**src/hdl/cpu_params.svh**
```systemverilog
`ifndef CPU_PARAMS_SVH
`define CPU_PARAMS_SVH

// Data and PC width
`define XLEN 32

// Architectural register file
`define NREGS 32
`define REG_IDX_W 5

`define RESET_PC 32'h0000_1000

`endif

```
**src/hdl/isa_pkg.sv**
```systemverilog
`default_nettype none

`include "cpu_params.svh"

package isa_pkg;

    typedef logic [`XLEN-1:0] xword_t;
    typedef logic [`REG_IDX_W-1:0] reg_idx_t;

    typedef enum logic [1:0] {
        OP_ALU,
        OP_BRANCH,
        OP_MUL
    } op_type_e;

    typedef enum logic [3:0] {
        ALU_ADD,
        ALU_SUB,
        ALU_AND,
        ALU_OR,
        ALU_XOR,
        ALU_SLL,
        ALU_SRL,
        ALU_SRA,
        ALU_SLT,
        ALU_SLTU
    } alu_op_e;

    typedef enum logic [2:0] {
        EQ,
        NE,
        LT,
        GE,
        LTU,
        GEU,
        ALWAYS
    } cond_e;

    // Instruction as delivered by the decoder
    typedef struct packed {
        xword_t   pc;
        op_type_e op_type;
        alu_op_e  alu_op;
        cond_e    cond;
        reg_idx_t rs1;
        reg_idx_t rs2;
        reg_idx_t rd;
        xword_t   imm;
        logic     use_imm;
    } decoded_instr_t;

endpackage

`default_nettype wire

```
**src/hdl/pipe_pkg.sv**
```systemverilog
`default_nettype none

package pipe_pkg;

    import isa_pkg::*;

    typedef enum logic {
        ST_NORMAL,
        ST_MISPREDICT
    } ex_state_e;

    typedef enum logic {
        FU_ALU,
        FU_MUL
    } fu_sel_e;

    typedef enum logic [1:0] {
        BYP_RF,
        BYP_EX1,
        BYP_EX2
    } byp_sel_e;

    // Contents of the EX1/EX2 register
    typedef struct packed {
        op_type_e op_type;
        xword_t   pc;
        reg_idx_t rd;
        // ALU result or link value, rs1 for a multiply
        xword_t   value;
        // rs2 for a multiply
        xword_t   value2;
        logic     value_valid;
    } ex1_out_t;

endpackage

`default_nettype wire

```
**src/hdl/reg_file.sv**
```systemverilog
`default_nettype none

`include "cpu_params.svh"

module reg_file import isa_pkg::*; (
    input  wire logic     clk,
    input  wire logic     resetn,
    input  wire reg_idx_t i_rs1_idx,
    input  wire reg_idx_t i_rs2_idx,
    output xword_t        o_rs1_data,
    output xword_t        o_rs2_data,
    input  wire logic     i_we,
    input  wire reg_idx_t i_rd,
    input  wire xword_t   i_wdata
);

    xword_t regs [`NREGS];

    // x0 is hardwired to zero
    assign o_rs1_data = (i_rs1_idx == '0) ? '0 : regs[i_rs1_idx];
    assign o_rs2_data = (i_rs2_idx == '0) ? '0 : regs[i_rs2_idx];

    always_ff @(posedge clk or negedge resetn) begin
        if (!resetn) begin
            for (int i = 0; i < `NREGS; i++) begin
                regs[i] <= '0;
            end
        end else if (i_we && i_rd != '0) begin
            regs[i_rd] <= i_wdata;
        end
    end

endmodule

`default_nettype wire

```
**src/hdl/exec_alu.sv**
```systemverilog
`default_nettype none

`include "cpu_params.svh"

module exec_alu import isa_pkg::*; (
    input  wire alu_op_e i_op,
    input  wire cond_e   i_cond,
    input  wire xword_t  i_a,
    input  wire xword_t  i_b,
    input  wire xword_t  i_pc,
    input  wire xword_t  i_imm,
    output xword_t       o_result,
    output logic         o_taken,
    output xword_t       o_target
);

    logic [`XLEN:0] diff;
    logic           eq;
    logic           lt;
    logic           ltu;

    // Shared subtractor with the borrow in the top bit
    assign diff = {1'b0, i_a} - {1'b0, i_b};
    assign eq   = (diff[`XLEN-1:0] == '0);
    assign ltu  = diff[`XLEN];
    assign lt   = (i_a[`XLEN-1] ^ i_b[`XLEN-1]) ? i_a[`XLEN-1] : diff[`XLEN-1];

    // Branch target adder
    assign o_target = i_pc + i_imm;

    always_comb begin
        unique case (i_cond)
            EQ:      o_taken = eq;
            NE:      o_taken = !eq;
            LT:      o_taken = lt;
            GE:      o_taken = !lt;
            LTU:     o_taken = ltu;
            GEU:     o_taken = !ltu;
            ALWAYS:  o_taken = 1'b1;
            default: o_taken = 1'b0;
        endcase
    end

    always_comb begin
        unique case (i_op)
            ALU_ADD:  o_result = i_a + i_b;
            ALU_SUB:  o_result = diff[`XLEN-1:0];
            ALU_AND:  o_result = i_a & i_b;
            ALU_OR:   o_result = i_a | i_b;
            ALU_XOR:  o_result = i_a ^ i_b;
            ALU_SLL:  o_result = i_a << i_b[4:0];
            ALU_SRL:  o_result = i_a >> i_b[4:0];
            ALU_SRA:  o_result = xword_t'($signed(i_a) >>> i_b[4:0]);
            ALU_SLT:  o_result = xword_t'(lt);
            ALU_SLTU: o_result = xword_t'(ltu);
            default:  o_result = '0;
        endcase
    end

endmodule

`default_nettype wire

```
**src/hdl/mul_unit.sv**
```systemverilog
`default_nettype none

`include "cpu_params.svh"

module mul_unit import isa_pkg::*; (
    input  wire logic   clk,
    input  wire logic   resetn,
    input  wire logic   i_start,
    input  wire xword_t i_a,
    input  wire xword_t i_b,
    output logic        o_busy,
    output logic        o_done,
    output xword_t      o_product
);

    xword_t                       mcand;
    xword_t                       mplier;
    xword_t                       acc;
    logic [$clog2(`XLEN+1)-1:0]   count;

    assign o_done    = o_busy && (count == '0);
    assign o_product = acc;

    // Multiplicand shifts up as the multiplier shifts down
    always_ff @(posedge clk) begin
        if (i_start) begin
            mcand  <= i_a;
            mplier <= i_b;
        end else if (o_busy && count != '0) begin
            mcand  <= mcand << 1;
            mplier <= mplier >> 1;
        end
    end

    always_ff @(posedge clk or negedge resetn) begin
        if (!resetn) begin
            o_busy <= 1'b0;
            count  <= '0;
            acc    <= '0;
        end else if (i_start) begin
            o_busy <= 1'b1;
            count  <= ($clog2(`XLEN+1))'(`XLEN);
            acc    <= '0;
        end else if (o_busy) begin
            if (count == '0) begin
                o_busy <= 1'b0;
            end else begin
                // One partial product per cycle
                if (mplier[0]) begin
                    acc <= acc + mcand;
                end
                count <= count - 1'b1;
            end
        end
    end

endmodule

`default_nettype wire

```
**src/hdl/ex1_stage.sv**
```systemverilog
`default_nettype none

`include "cpu_params.svh"

module ex1_stage import isa_pkg::*, pipe_pkg::*; (
    input  wire logic           clk,
    input  wire logic           resetn,
    input  wire decoded_instr_t i_instr,
    input  wire logic           i_de_load,
    input  wire logic           i_de_clear,
    input  wire logic           i_ex1_load,
    input  wire logic           i_ex1_clear,
    input  wire byp_sel_e       i_byp_rs1,
    input  wire byp_sel_e       i_byp_rs2,
    input  wire xword_t         i_rf_rs1_data,
    input  wire xword_t         i_rf_rs2_data,
    input  wire xword_t         i_ex2_data,
    output reg_idx_t            o_rf_rs1_idx,
    output reg_idx_t            o_rf_rs2_idx,
    output decoded_instr_t      o_de_instr,
    output logic                o_de_valid,
    output ex1_out_t            o_ex1,
    output logic                o_ex1_valid,
    output logic                o_branch_taken,
    output xword_t              o_branch_target,
    output xword_t              o_npc
);

    xword_t rs1;
    xword_t rs2;
    xword_t op_b;
    xword_t alu_result;
    xword_t raw_target;
    logic   alu_taken;

    assign o_rf_rs1_idx = o_de_instr.rs1;
    assign o_rf_rs2_idx = o_de_instr.rs2;

    always_comb begin
        unique case (i_byp_rs1)
            BYP_EX1: rs1 = o_ex1.value;
            BYP_EX2: rs1 = i_ex2_data;
            default: rs1 = i_rf_rs1_data;
        endcase
        unique case (i_byp_rs2)
            BYP_EX1: rs2 = o_ex1.value;
            BYP_EX2: rs2 = i_ex2_data;
            default: rs2 = i_rf_rs2_data;
        endcase
    end

    // Branches always compare two registers
    assign op_b = (o_de_instr.use_imm && o_de_instr.op_type == OP_ALU) ? o_de_instr.imm : rs2;

    exec_alu u_alu (
        .i_op     (o_de_instr.alu_op),
        .i_cond   (o_de_instr.cond),
        .i_a      (rs1),
        .i_b      (op_b),
        .i_pc     (o_de_instr.pc),
        .i_imm    (o_de_instr.imm),
        .o_result (alu_result),
        .o_taken  (alu_taken),
        .o_target (raw_target)
    );

    assign o_npc           = o_de_instr.pc + 32'd4;
    assign o_branch_taken  = (o_de_instr.op_type == OP_BRANCH) && alu_taken;
    assign o_branch_target = {raw_target[`XLEN-1:1], 1'b0};

    always_ff @(posedge clk) begin
        if (i_de_load) begin
            o_de_instr <= i_instr;
        end
        if (i_ex1_load) begin
            o_ex1.op_type     <= o_de_instr.op_type;
            o_ex1.pc          <= o_de_instr.pc;
            o_ex1.rd          <= o_de_instr.rd;
            o_ex1.value2      <= rs2;
            o_ex1.value_valid <= (o_de_instr.op_type != OP_MUL);
            unique case (o_de_instr.op_type)
                OP_BRANCH: o_ex1.value <= o_npc;
                OP_MUL:    o_ex1.value <= rs1;
                default:   o_ex1.value <= alu_result;
            endcase
        end
    end

    always_ff @(posedge clk or negedge resetn) begin
        if (!resetn) begin
            o_de_valid  <= 1'b0;
            o_ex1_valid <= 1'b0;
        end else begin
            if (i_de_load) begin
                o_de_valid <= 1'b1;
            end else if (i_de_clear) begin
                o_de_valid <= 1'b0;
            end
            if (i_ex1_load) begin
                o_ex1_valid <= 1'b1;
            end else if (i_ex1_clear) begin
                o_ex1_valid <= 1'b0;
            end
        end
    end

    a_ex1_load_clear: assert property (@(posedge clk) disable iff (!resetn)
        !(i_ex1_load && i_ex1_clear));

endmodule

`default_nettype wire

```
**src/hdl/ex2_stage.sv**
```systemverilog
`default_nettype none

module ex2_stage import isa_pkg::*, pipe_pkg::*; (
    input  wire logic     clk,
    input  wire logic     resetn,
    input  wire ex1_out_t i_ex1,
    input  wire logic     i_load,
    output logic          o_pending,
    output reg_idx_t      o_rd,
    output logic          o_done,
    output logic          o_wb_valid,
    output reg_idx_t      o_wb_rd,
    output xword_t        o_wb_data,
    output xword_t        o_wb_pc
);

    fu_sel_e fu_sel;
    xword_t  alu_data;
    xword_t  mul_product;
    logic    mul_start;
    logic    mul_busy;
    logic    mul_done;

    assign mul_start = i_load && (i_ex1.op_type == OP_MUL);

    mul_unit u_mul (
        .clk       (clk),
        .resetn    (resetn),
        .i_start   (mul_start),
        .i_a       (i_ex1.value),
        .i_b       (i_ex1.value2),
        .o_busy    (mul_busy),
        .o_done    (mul_done),
        .o_product (mul_product)
    );

    // Result valid for the instruction held here
    assign o_done     = o_pending && ((fu_sel == FU_MUL) ? mul_done : 1'b1);
    assign o_wb_valid = o_done;
    assign o_wb_rd    = o_rd;
    assign o_wb_data  = (fu_sel == FU_MUL) ? mul_product : alu_data;

    always_ff @(posedge clk) begin
        if (i_load) begin
            alu_data <= i_ex1.value;
            o_wb_pc  <= i_ex1.pc;
        end
    end

    always_ff @(posedge clk or negedge resetn) begin
        if (!resetn) begin
            o_pending <= 1'b0;
            o_rd      <= '0;
            fu_sel    <= FU_ALU;
        end else if (i_load) begin
            o_pending <= 1'b1;
            o_rd      <= i_ex1.rd;
            fu_sel    <= (i_ex1.op_type == OP_MUL) ? FU_MUL : FU_ALU;
        end else if (o_done) begin
            o_pending <= 1'b0;
            o_rd      <= '0;
            fu_sel    <= FU_ALU;
        end
    end

    a_no_load_busy: assert property (@(posedge clk) disable iff (!resetn)
        i_load |-> (!o_pending || o_done));

    // A new multiply may start in the cycle the previous one finishes
    a_mul_idle_start: assert property (@(posedge clk) disable iff (!resetn)
        mul_start |-> (!mul_busy || mul_done));

endmodule

`default_nettype wire

```
**src/hdl/issue_ctrl.sv**
```systemverilog
`default_nettype none

`include "cpu_params.svh"

module issue_ctrl import isa_pkg::*, pipe_pkg::*; (
    input  wire logic           clk,
    input  wire logic           resetn,
    input  wire logic           i_in_valid,
    input  wire logic           i_de_valid,
    input  wire decoded_instr_t i_de_instr,
    input  wire logic           i_ex1_valid,
    input  wire ex1_out_t       i_ex1,
    input  wire logic           i_ex2_pending,
    input  wire reg_idx_t       i_ex2_rd,
    input  wire logic           i_ex2_done,
    input  wire logic           i_branch_taken,
    input  wire xword_t         i_branch_target,
    input  wire xword_t         i_npc,
    output logic                o_in_ready,
    output logic                o_de_load,
    output logic                o_de_clear,
    output logic                o_ex1_load,
    output logic                o_ex1_clear,
    output logic                o_ex2_load,
    output byp_sel_e            o_byp_rs1,
    output byp_sel_e            o_byp_rs2,
    output logic                o_redirect_valid,
    output xword_t              o_redirect_pc
);

    ex_state_e state;
    xword_t    expected_pc;
    logic      stall_rs1;
    logic      stall_rs2;
    logic      ex2_ready;
    logic      de_fire;
    logic      pc_match;

    // Bypass source for one operand where EX1 holds the younger producer
    function automatic void pick_src(input reg_idx_t rs, output byp_sel_e sel,
                                     output logic stall);
        sel   = BYP_RF;
        stall = 1'b0;
        if (rs != '0) begin
            if (i_ex1_valid && i_ex1.rd == rs) begin
                sel   = BYP_EX1;
                stall = !i_ex1.value_valid;
            end else if (i_ex2_pending && i_ex2_rd == rs) begin
                sel   = BYP_EX2;
                stall = !i_ex2_done;
            end
        end
    endfunction

    always_comb begin
        pick_src(i_de_instr.rs1, o_byp_rs1, stall_rs1);
        pick_src(i_de_instr.rs2, o_byp_rs2, stall_rs2);
    end

    assign ex2_ready  = !i_ex2_pending || i_ex2_done;
    assign o_in_ready = !(i_de_valid && (stall_rs1 || stall_rs2))
                        && (!i_ex1_valid || ex2_ready);
    assign de_fire    = i_de_valid && o_in_ready;
    assign pc_match   = (i_de_instr.pc == expected_pc);

    assign o_de_load   = i_in_valid && o_in_ready;
    assign o_de_clear  = de_fire;
    assign o_ex1_load  = de_fire && pc_match;
    assign o_ex2_load  = i_ex1_valid && ex2_ready;
    // A squash also leaves EX1 empty since it needs EX1 free or draining
    assign o_ex1_clear = (o_ex2_load || de_fire) && !o_ex1_load;

    // Only the first squash after a good issue redirects
    assign o_redirect_valid = de_fire && !pc_match && (state == ST_NORMAL);
    assign o_redirect_pc    = expected_pc;

    always_ff @(posedge clk or negedge resetn) begin
        if (!resetn) begin
            state       <= ST_NORMAL;
            expected_pc <= `RESET_PC;
        end else if (de_fire) begin
            state <= pc_match ? ST_NORMAL : ST_MISPREDICT;
            if (pc_match) begin
                expected_pc <= i_branch_taken ? i_branch_target : i_npc;
            end
        end
    end

    // Squashes after a redirect stay silent until the PC matches again
    a_redirect_one_shot: assert property (@(posedge clk) disable iff (!resetn)
        o_redirect_valid |=> !o_redirect_valid);

endmodule

`default_nettype wire

```
**src/hdl/cpu_backend.sv**
```systemverilog
`default_nettype none

module cpu_backend import isa_pkg::*, pipe_pkg::*; (
    input  wire logic           clk,
    input  wire logic           resetn,
    input  wire logic           i_instr_valid,
    input  wire decoded_instr_t i_instr,
    output logic                o_instr_ready,
    output logic                o_redirect_valid,
    output xword_t              o_redirect_pc,
    output logic                o_wb_valid,
    output reg_idx_t            o_wb_rd,
    output xword_t              o_wb_data,
    output xword_t              o_wb_pc
);

    decoded_instr_t de_instr;
    ex1_out_t       ex1;
    byp_sel_e       byp_rs1;
    byp_sel_e       byp_rs2;
    reg_idx_t       rs1_idx;
    reg_idx_t       rs2_idx;
    reg_idx_t       ex2_rd;
    xword_t         rs1_data;
    xword_t         rs2_data;
    xword_t         branch_target;
    xword_t         npc;
    logic           de_valid;
    logic           ex1_valid;
    logic           ex2_pending;
    logic           ex2_done;
    logic           branch_taken;
    logic           de_load;
    logic           de_clear;
    logic           ex1_load;
    logic           ex1_clear;
    logic           ex2_load;

    issue_ctrl u_ctrl (
        .clk              (clk),
        .resetn           (resetn),
        .i_in_valid       (i_instr_valid),
        .i_de_valid       (de_valid),
        .i_de_instr       (de_instr),
        .i_ex1_valid      (ex1_valid),
        .i_ex1            (ex1),
        .i_ex2_pending    (ex2_pending),
        .i_ex2_rd         (ex2_rd),
        .i_ex2_done       (ex2_done),
        .i_branch_taken   (branch_taken),
        .i_branch_target  (branch_target),
        .i_npc            (npc),
        .o_in_ready       (o_instr_ready),
        .o_de_load        (de_load),
        .o_de_clear       (de_clear),
        .o_ex1_load       (ex1_load),
        .o_ex1_clear      (ex1_clear),
        .o_ex2_load       (ex2_load),
        .o_byp_rs1        (byp_rs1),
        .o_byp_rs2        (byp_rs2),
        .o_redirect_valid (o_redirect_valid),
        .o_redirect_pc    (o_redirect_pc)
    );

    ex1_stage u_ex1 (
        .clk             (clk),
        .resetn          (resetn),
        .i_instr         (i_instr),
        .i_de_load       (de_load),
        .i_de_clear      (de_clear),
        .i_ex1_load      (ex1_load),
        .i_ex1_clear     (ex1_clear),
        .i_byp_rs1       (byp_rs1),
        .i_byp_rs2       (byp_rs2),
        .i_rf_rs1_data   (rs1_data),
        .i_rf_rs2_data   (rs2_data),
        .i_ex2_data      (o_wb_data),
        .o_rf_rs1_idx    (rs1_idx),
        .o_rf_rs2_idx    (rs2_idx),
        .o_de_instr      (de_instr),
        .o_de_valid      (de_valid),
        .o_ex1           (ex1),
        .o_ex1_valid     (ex1_valid),
        .o_branch_taken  (branch_taken),
        .o_branch_target (branch_target),
        .o_npc           (npc)
    );

    ex2_stage u_ex2 (
        .clk        (clk),
        .resetn     (resetn),
        .i_ex1      (ex1),
        .i_load     (ex2_load),
        .o_pending  (ex2_pending),
        .o_rd       (ex2_rd),
        .o_done     (ex2_done),
        .o_wb_valid (o_wb_valid),
        .o_wb_rd    (o_wb_rd),
        .o_wb_data  (o_wb_data),
        .o_wb_pc    (o_wb_pc)
    );

    reg_file u_rf (
        .clk        (clk),
        .resetn     (resetn),
        .i_rs1_idx  (rs1_idx),
        .i_rs2_idx  (rs2_idx),
        .o_rs1_data (rs1_data),
        .o_rs2_data (rs2_data),
        .i_we       (o_wb_valid),
        .i_rd       (o_wb_rd),
        .i_wdata    (o_wb_data)
    );

endmodule

`default_nettype wire

```
**config.mk**
```make
export PLATFORM = sky130hd
export DESIGN_NAME = cpu_backend
export DESIGN_NICKNAME = d
export VERILOG_FILES = /design/src/hdl/isa_pkg.sv /design/src/hdl/pipe_pkg.sv /design/src/hdl/reg_file.sv /design/src/hdl/exec_alu.sv /design/src/hdl/mul_unit.sv /design/src/hdl/ex1_stage.sv /design/src/hdl/ex2_stage.sv /design/src/hdl/issue_ctrl.sv /design/src/hdl/cpu_backend.sv
export VERILOG_INCLUDE_DIRS = /design/src /design/src/hdl
export SDC_FILE = /design/constraint.sdc
export NUM_CORES = 2
export LEC_CHECK = 0
export BUFFER_PORTS_ARGS = -buffer_cell sky130_fd_sc_hd__buf_2
export CORE_ASPECT_RATIO = 1.1
export CORE_MARGIN = 3
export CORE_UTILIZATION = 55
export CTS_BUF_LIST = sky130_fd_sc_hd__clkbuf_16
export CTS_CLUSTER_DIAMETER = 200
export DETAILED_ROUTE_END_ITERATION = 10
export PLACE_DENSITY = 0.8
export SYNTH_ARGS = -nofsm -noshare
export SYNTH_HDL_FRONTEND = slang
export SYNTH_SLANG_ARGS = --single-unit
```
**constraint.sdc**
```tcl
create_clock -name clk -period 26.4 [get_ports clk]
set_input_delay 2.64 -clock clk [delete_from_list [all_inputs] [get_ports clk]]
set_output_delay 2.64 -clock clk [all_outputs]
set_load 0.05 [all_outputs]
```
==> impl_metrics.prom <==
# TYPE chip_impl_metric gauge
chip_impl_metric{name="yosys_warnings",unit=""} 0
chip_impl_metric{name="syn_area",unit="um^2"} 82100
chip_impl_info{name="unrepaired_setup_endpoints_after_global_routing",value="no"} 1
chip_impl_metric{name="final_layout_size_suffix_gt1_share",unit="%"} 16.7
chip_impl_metric{name="max_cap_viol_count",unit=""} 0
chip_impl_metric{name="leakagePower",unit="nW"} 38.1
chip_impl_metric{name="detailedRoute.firstIterationViolations",unit=""} 9336
chip_impl_metric{name="setup_viol_count_final",unit=""} 0
chip_impl_metric{name="finish.utilization",unit="%"} 60.0
chip_impl_metric{name="dp_hpwl",unit="um"} 202000
chip_impl_metric{name="cell_area_after_layout",unit="um^2"} 88800
chip_impl_metric{name="syn_area_per_cell",unit="um^2"} 10.5
chip_impl_metric{name="tritoncts.num_buffers",unit=""} 147
chip_impl_metric{name="yosys.area.top_type_share",unit="%"} 33.6
chip_impl_metric{name="post-place-ws",unit="ns"} 14.60
chip_impl_metric{name="placement_rows",unit=""} 148
chip_impl_metric{name="clock_tree.htree_level_count",unit=""} 4
chip_impl_metric{name="cts.sink_count",unit=""} 1426
chip_impl_metric{name="clk_transition_reported_paths",unit="ns"} 0.06
chip_impl_metric{name="required",unit="ns"} 27.14
chip_impl_metric{name="start_util",unit="%"} 55.4
chip_impl_info{name="crit_path_end_kind",value="flip-flop"} 1
chip_impl_metric{name="critPathMaxFanout",unit=""} 44
chip_impl_info{name="outcome",value="complete, no violations"} 1
chip_impl_metric{name="max_freq",unit="GHz"} 0.0835
chip_impl_info{name="timing.critical_path.slowest_stage_cell",value="edfxtp_1"} 1
chip_impl_metric{name="area_of_the_core",unit="um^2"} 148000
chip_impl_metric{name="power_per_cell_area",unit="nW/um^2"} 54.9
chip_impl_metric{name="totalNegativeSetupSlack",unit="ns"} 0
chip_impl_metric{name="timing.final.hold_violations",unit=""} 0
chip_impl_metric{name="postSynthCellCount",unit=""} 7819
chip_impl_info{name="hp-class",value="flip-flop to flip-flop"} 1
chip_impl_info{name="start_kind",value="flip-flop"} 1
chip_impl_metric{name="count_of_buffers_added_by_post_cts_timing_repair_for_setup",unit=""} 0
chip_impl_metric{name="cts.hold.buffers_added",unit=""} 0
chip_impl_metric{name="ys_seq_area_share",unit="%"} 45.4
chip_impl_metric{name="synth-seq-cells",unit=""} 1426
chip_impl_metric{name="gp_congestion",unit=""} 1.07
chip_impl_metric{name="fp.dieArea",unit="um^2"} 154000
chip_impl_metric{name="post_cts_resize_count",unit=""} 0
chip_impl_metric{name="io-pin-count",unit=""} 196
chip_impl_info{name="synth_top_cell_by_area",value="dfrtp_1"} 1
chip_impl_metric{name="first_pass_grt_wire_length",unit="um"} 453000
chip_impl_metric{name="detailroute.via_count",unit=""} 68800
chip_impl_metric{name="timing.critical_path.slowest_cell_delay",unit="ns"} 0.82
chip_impl_info{name="synthMostInstantiatedCell",value="dfrtp_1"} 1
chip_impl_metric{name="port_buffers",unit=""} 195
chip_impl_metric{name="vias_in_the_first_global_route",unit=""} 68700
chip_impl_metric{name="antenna_found_initial",unit=""} 24
chip_impl_metric{name="grtUsageTotal",unit="%"} 40.0
chip_impl_metric{name="postSynthNetCount",unit=""} 8083
chip_impl_metric{name="grt_start_max_net_pins",unit=""} 185
chip_impl_metric{name="placed_cell_count",unit=""} 9457
chip_impl_metric{name="fillerInstances",unit=""} 11700
chip_impl_metric{name="avgRoutedWirePerCell",unit="um"} 32.1
chip_impl_metric{name="async_flop_share",unit="%"} 77.5
chip_impl_info{name="timing.setup.critical_path_class",value="flip-flop to flip-flop"} 1
chip_impl_metric{name="clock_insertion_delay_worst_skew",unit="ns"} 0.81
chip_impl_info{name="cts_tree",value="done"} 1
chip_impl_metric{name="avgViaCountPerCell",unit=""} 7.07
chip_impl_metric{name="number_of_nets_in_the_layout",unit=""} 7920
chip_impl_metric{name="timing.final.crit_period",unit="ns"} 11.97
chip_impl_metric{name="finalCritPeriodShare",unit="%"} 45.4
chip_impl_metric{name="synth.lib_cells_used.distinct",unit=""} 120
chip_impl_metric{name="route.detailed.drc",unit=""} 0
chip_impl_metric{name="post_dp_cell_area",unit="um^2"} 84300
chip_impl_info{name="synth_top_cells_by_area",value="dfrtp_1 (34%), mux4_2 (14%), edfxtp_1 (12%)"} 1
chip_impl_metric{name="drt_wirelength",unit="um"} 312000
chip_impl_metric{name="power.ir.vdd_worst",unit="mV"} 0.0475
chip_impl_metric{name="cp.arrival",unit="ns"} 12.72
chip_impl_info{name="clock_tree.root_cell",value="clkbuf_16"} 1
chip_impl_metric{name="finalMaxSlewViolations",unit=""} 0
chip_impl_metric{name="drt_pre_antenna_iters",unit=""} 9
chip_impl_metric{name="finalClockSkew",unit="ns"} 0.0396
chip_impl_metric{name="antenna_left",unit=""} 0
chip_impl_metric{name="die_w",unit="um"} 374
chip_impl_metric{name="synth_enable_flop_cells",unit=""} 321
chip_impl_metric{name="final_cells",unit=""} 9724
chip_impl_metric{name="timing.slew.headroom",unit="%"} 7.85
chip_impl_metric{name="tightestPinTransition",unit="ns"} 1.38
chip_impl_metric{name="cts.path.max_buffers",unit=""} 3
chip_impl_metric{name="fin_ws",unit="ns"} 14.43
chip_impl_metric{name="grt-ovfl-total",unit=""} 0
chip_impl_metric{name="area.growth.synth_to_final",unit="%"} 8.15
chip_impl_metric{name="die_height",unit="um"} 411
chip_impl_info{name="ys.flop_type",value="dfrtp_1"} 1
chip_impl_info{name="synth_common_cells",value="dfrtp_1 (1104), nand2_1 (981), nor2_1 (824), a21oi_1 (729), o21ai_0 (606)"} 1
[area by class of cell]
cell class	instances	area [um^2]	share of cell area [%]
clock buffer	148	3700	4.17
antenna	9	22.5	0.0254
clock inverter	110	798	0.899
inverter	165	627	0.706
tap	1950	2440	2.75
sequential	1426	37300	42.0
multi-input combinational	5532	41500	46.7
timing repair buffer	384	2440	2.75
[layer usage]
metal	global-route usage [%]	wire length, um	part of all wire, %	vias to the layer above
met5	0	196	0.063	-
met4	31.0	28800	9.2	24
met3	12.4	37700	12	1473
met2	61.2	140000	45	5083
met1	47.3	105000	34	33900
li1	-	-	-	28300
[registers in the layout, summed over array words and instances (netlist names), 6 cells and up]
| name | cells |
|---|---|
| u_rf.regs | 1024 |
| u_ex1.o_ex1 | 104 |
| u_ex1.o_de_instr | 79 |
| u_ctrl.o_redirect_pc | 32 |
| u_ex2.alu_data | 32 |
| u_ex2.o_wb_pc | 32 |
| u_ex2.u_mul.mcand | 32 |
| u_ex2.u_mul.mplier | 32 |
| u_ex2.u_mul.o_product | 32 |
| u_ex2.u_mul.count | 6 |
[worst max-delay path, delay by kind of cell, from the launching register on]
family / cells / cell delay, ns
AND/OR/NAND/NOR: 12 / 3.28
multiplexers: 3 / 1.43
flip-flops: 1 / 0.82
buffers and inverters: 3 / 2.25
adder cells (fa/ha/maj): 2 / 1.03
AO/OA/AOI/OAI: 11 / 2.97
[layout by cell type (no fill, tap or decap), types with 64 or more instances in the layout]
cell type	count
dfrtp_1	1103
nand2_1	968
nor2_1	810
a21oi_1	728
o21ai_0	606
mux4_2	519
edfxtp_1	321
mux2i_1	279
buf_2	194
inv_1	191
buf_4	186
ha_1	167
a22oi_1	150
clkbuf_16	148
xnor2_1	83
nor3_1	77
nand3_1	76
o22ai_1	71
xor2_1	69
a22o_1	64
[report_power, final]
| part | internal, W | switching [W] | leakage (nW) |
|---|---|---|---|
| logic | 0.000182 | 0.000419 | 17.1 |
| clock network | 0.00110 | 0.000903 | 2.35 |
| registers | 0.00226 | 0.0000135 | 18.7 |
[cell families (layout without fill, tap and decap cells)]
logic type / after synthesis / count (layout) / synth area share, %
mux: 858 / 858 / 18.5
xor+xnor: 152 / 152 / 1.62
buf+inv: 861 / 807 / 4.54
flops: 1426 / 1426 / 45.4
compound gates: 2103 / 2103 / 15.7
other cells: 0 / 9 / 0
fa+ha+maj: 172 / 172 / 2.67
simple gates: 2247 / 2247 / 11.6
[final timing paths]
path                       cells past startpoint                                  end                             from  slack, ns
max                                           31  u_ctrl.o_redirect_pc[7]$_DFFE_PN0P_  u_ex1.o_rf_rs2_idx[0]$_DFFE_PP_      14.43
min                                            0          u_rf.regs[1009]$_DFFE_PN0P_      u_rf.regs[1009]$_DFFE_PN0P_       0.40
max reg2reg                                   31  u_ctrl.o_redirect_pc[7]$_DFFE_PN0P_  u_ex1.o_rf_rs2_idx[0]$_DFFE_PP_      14.43
min reg2reg                                    0          u_rf.regs[1009]$_DFFE_PN0P_      u_rf.regs[1009]$_DFFE_PN0P_       0.40
max in group asynchronous                      4           u_rf.regs[713]$_DFFE_PN0P_                           resetn      21.19
min in group asynchronous                      1           u_rf.regs[990]$_DFFE_PN0P_                           resetn       1.86
[stage by stage]
step / hold slack [ns] / total power [W]
2_1_floorplan: 0.400 / 0.00267
5_1_grt: 0.411 / 0.00500
3_3_place_gp: 0.375 / 0.00290
3_5_place_dp: 0.382 / 0.00289
6_report: 0.396 / 0.00488
4_1_cts: 0.396 / 0.00487
Power figures use the tool's default switching activity.
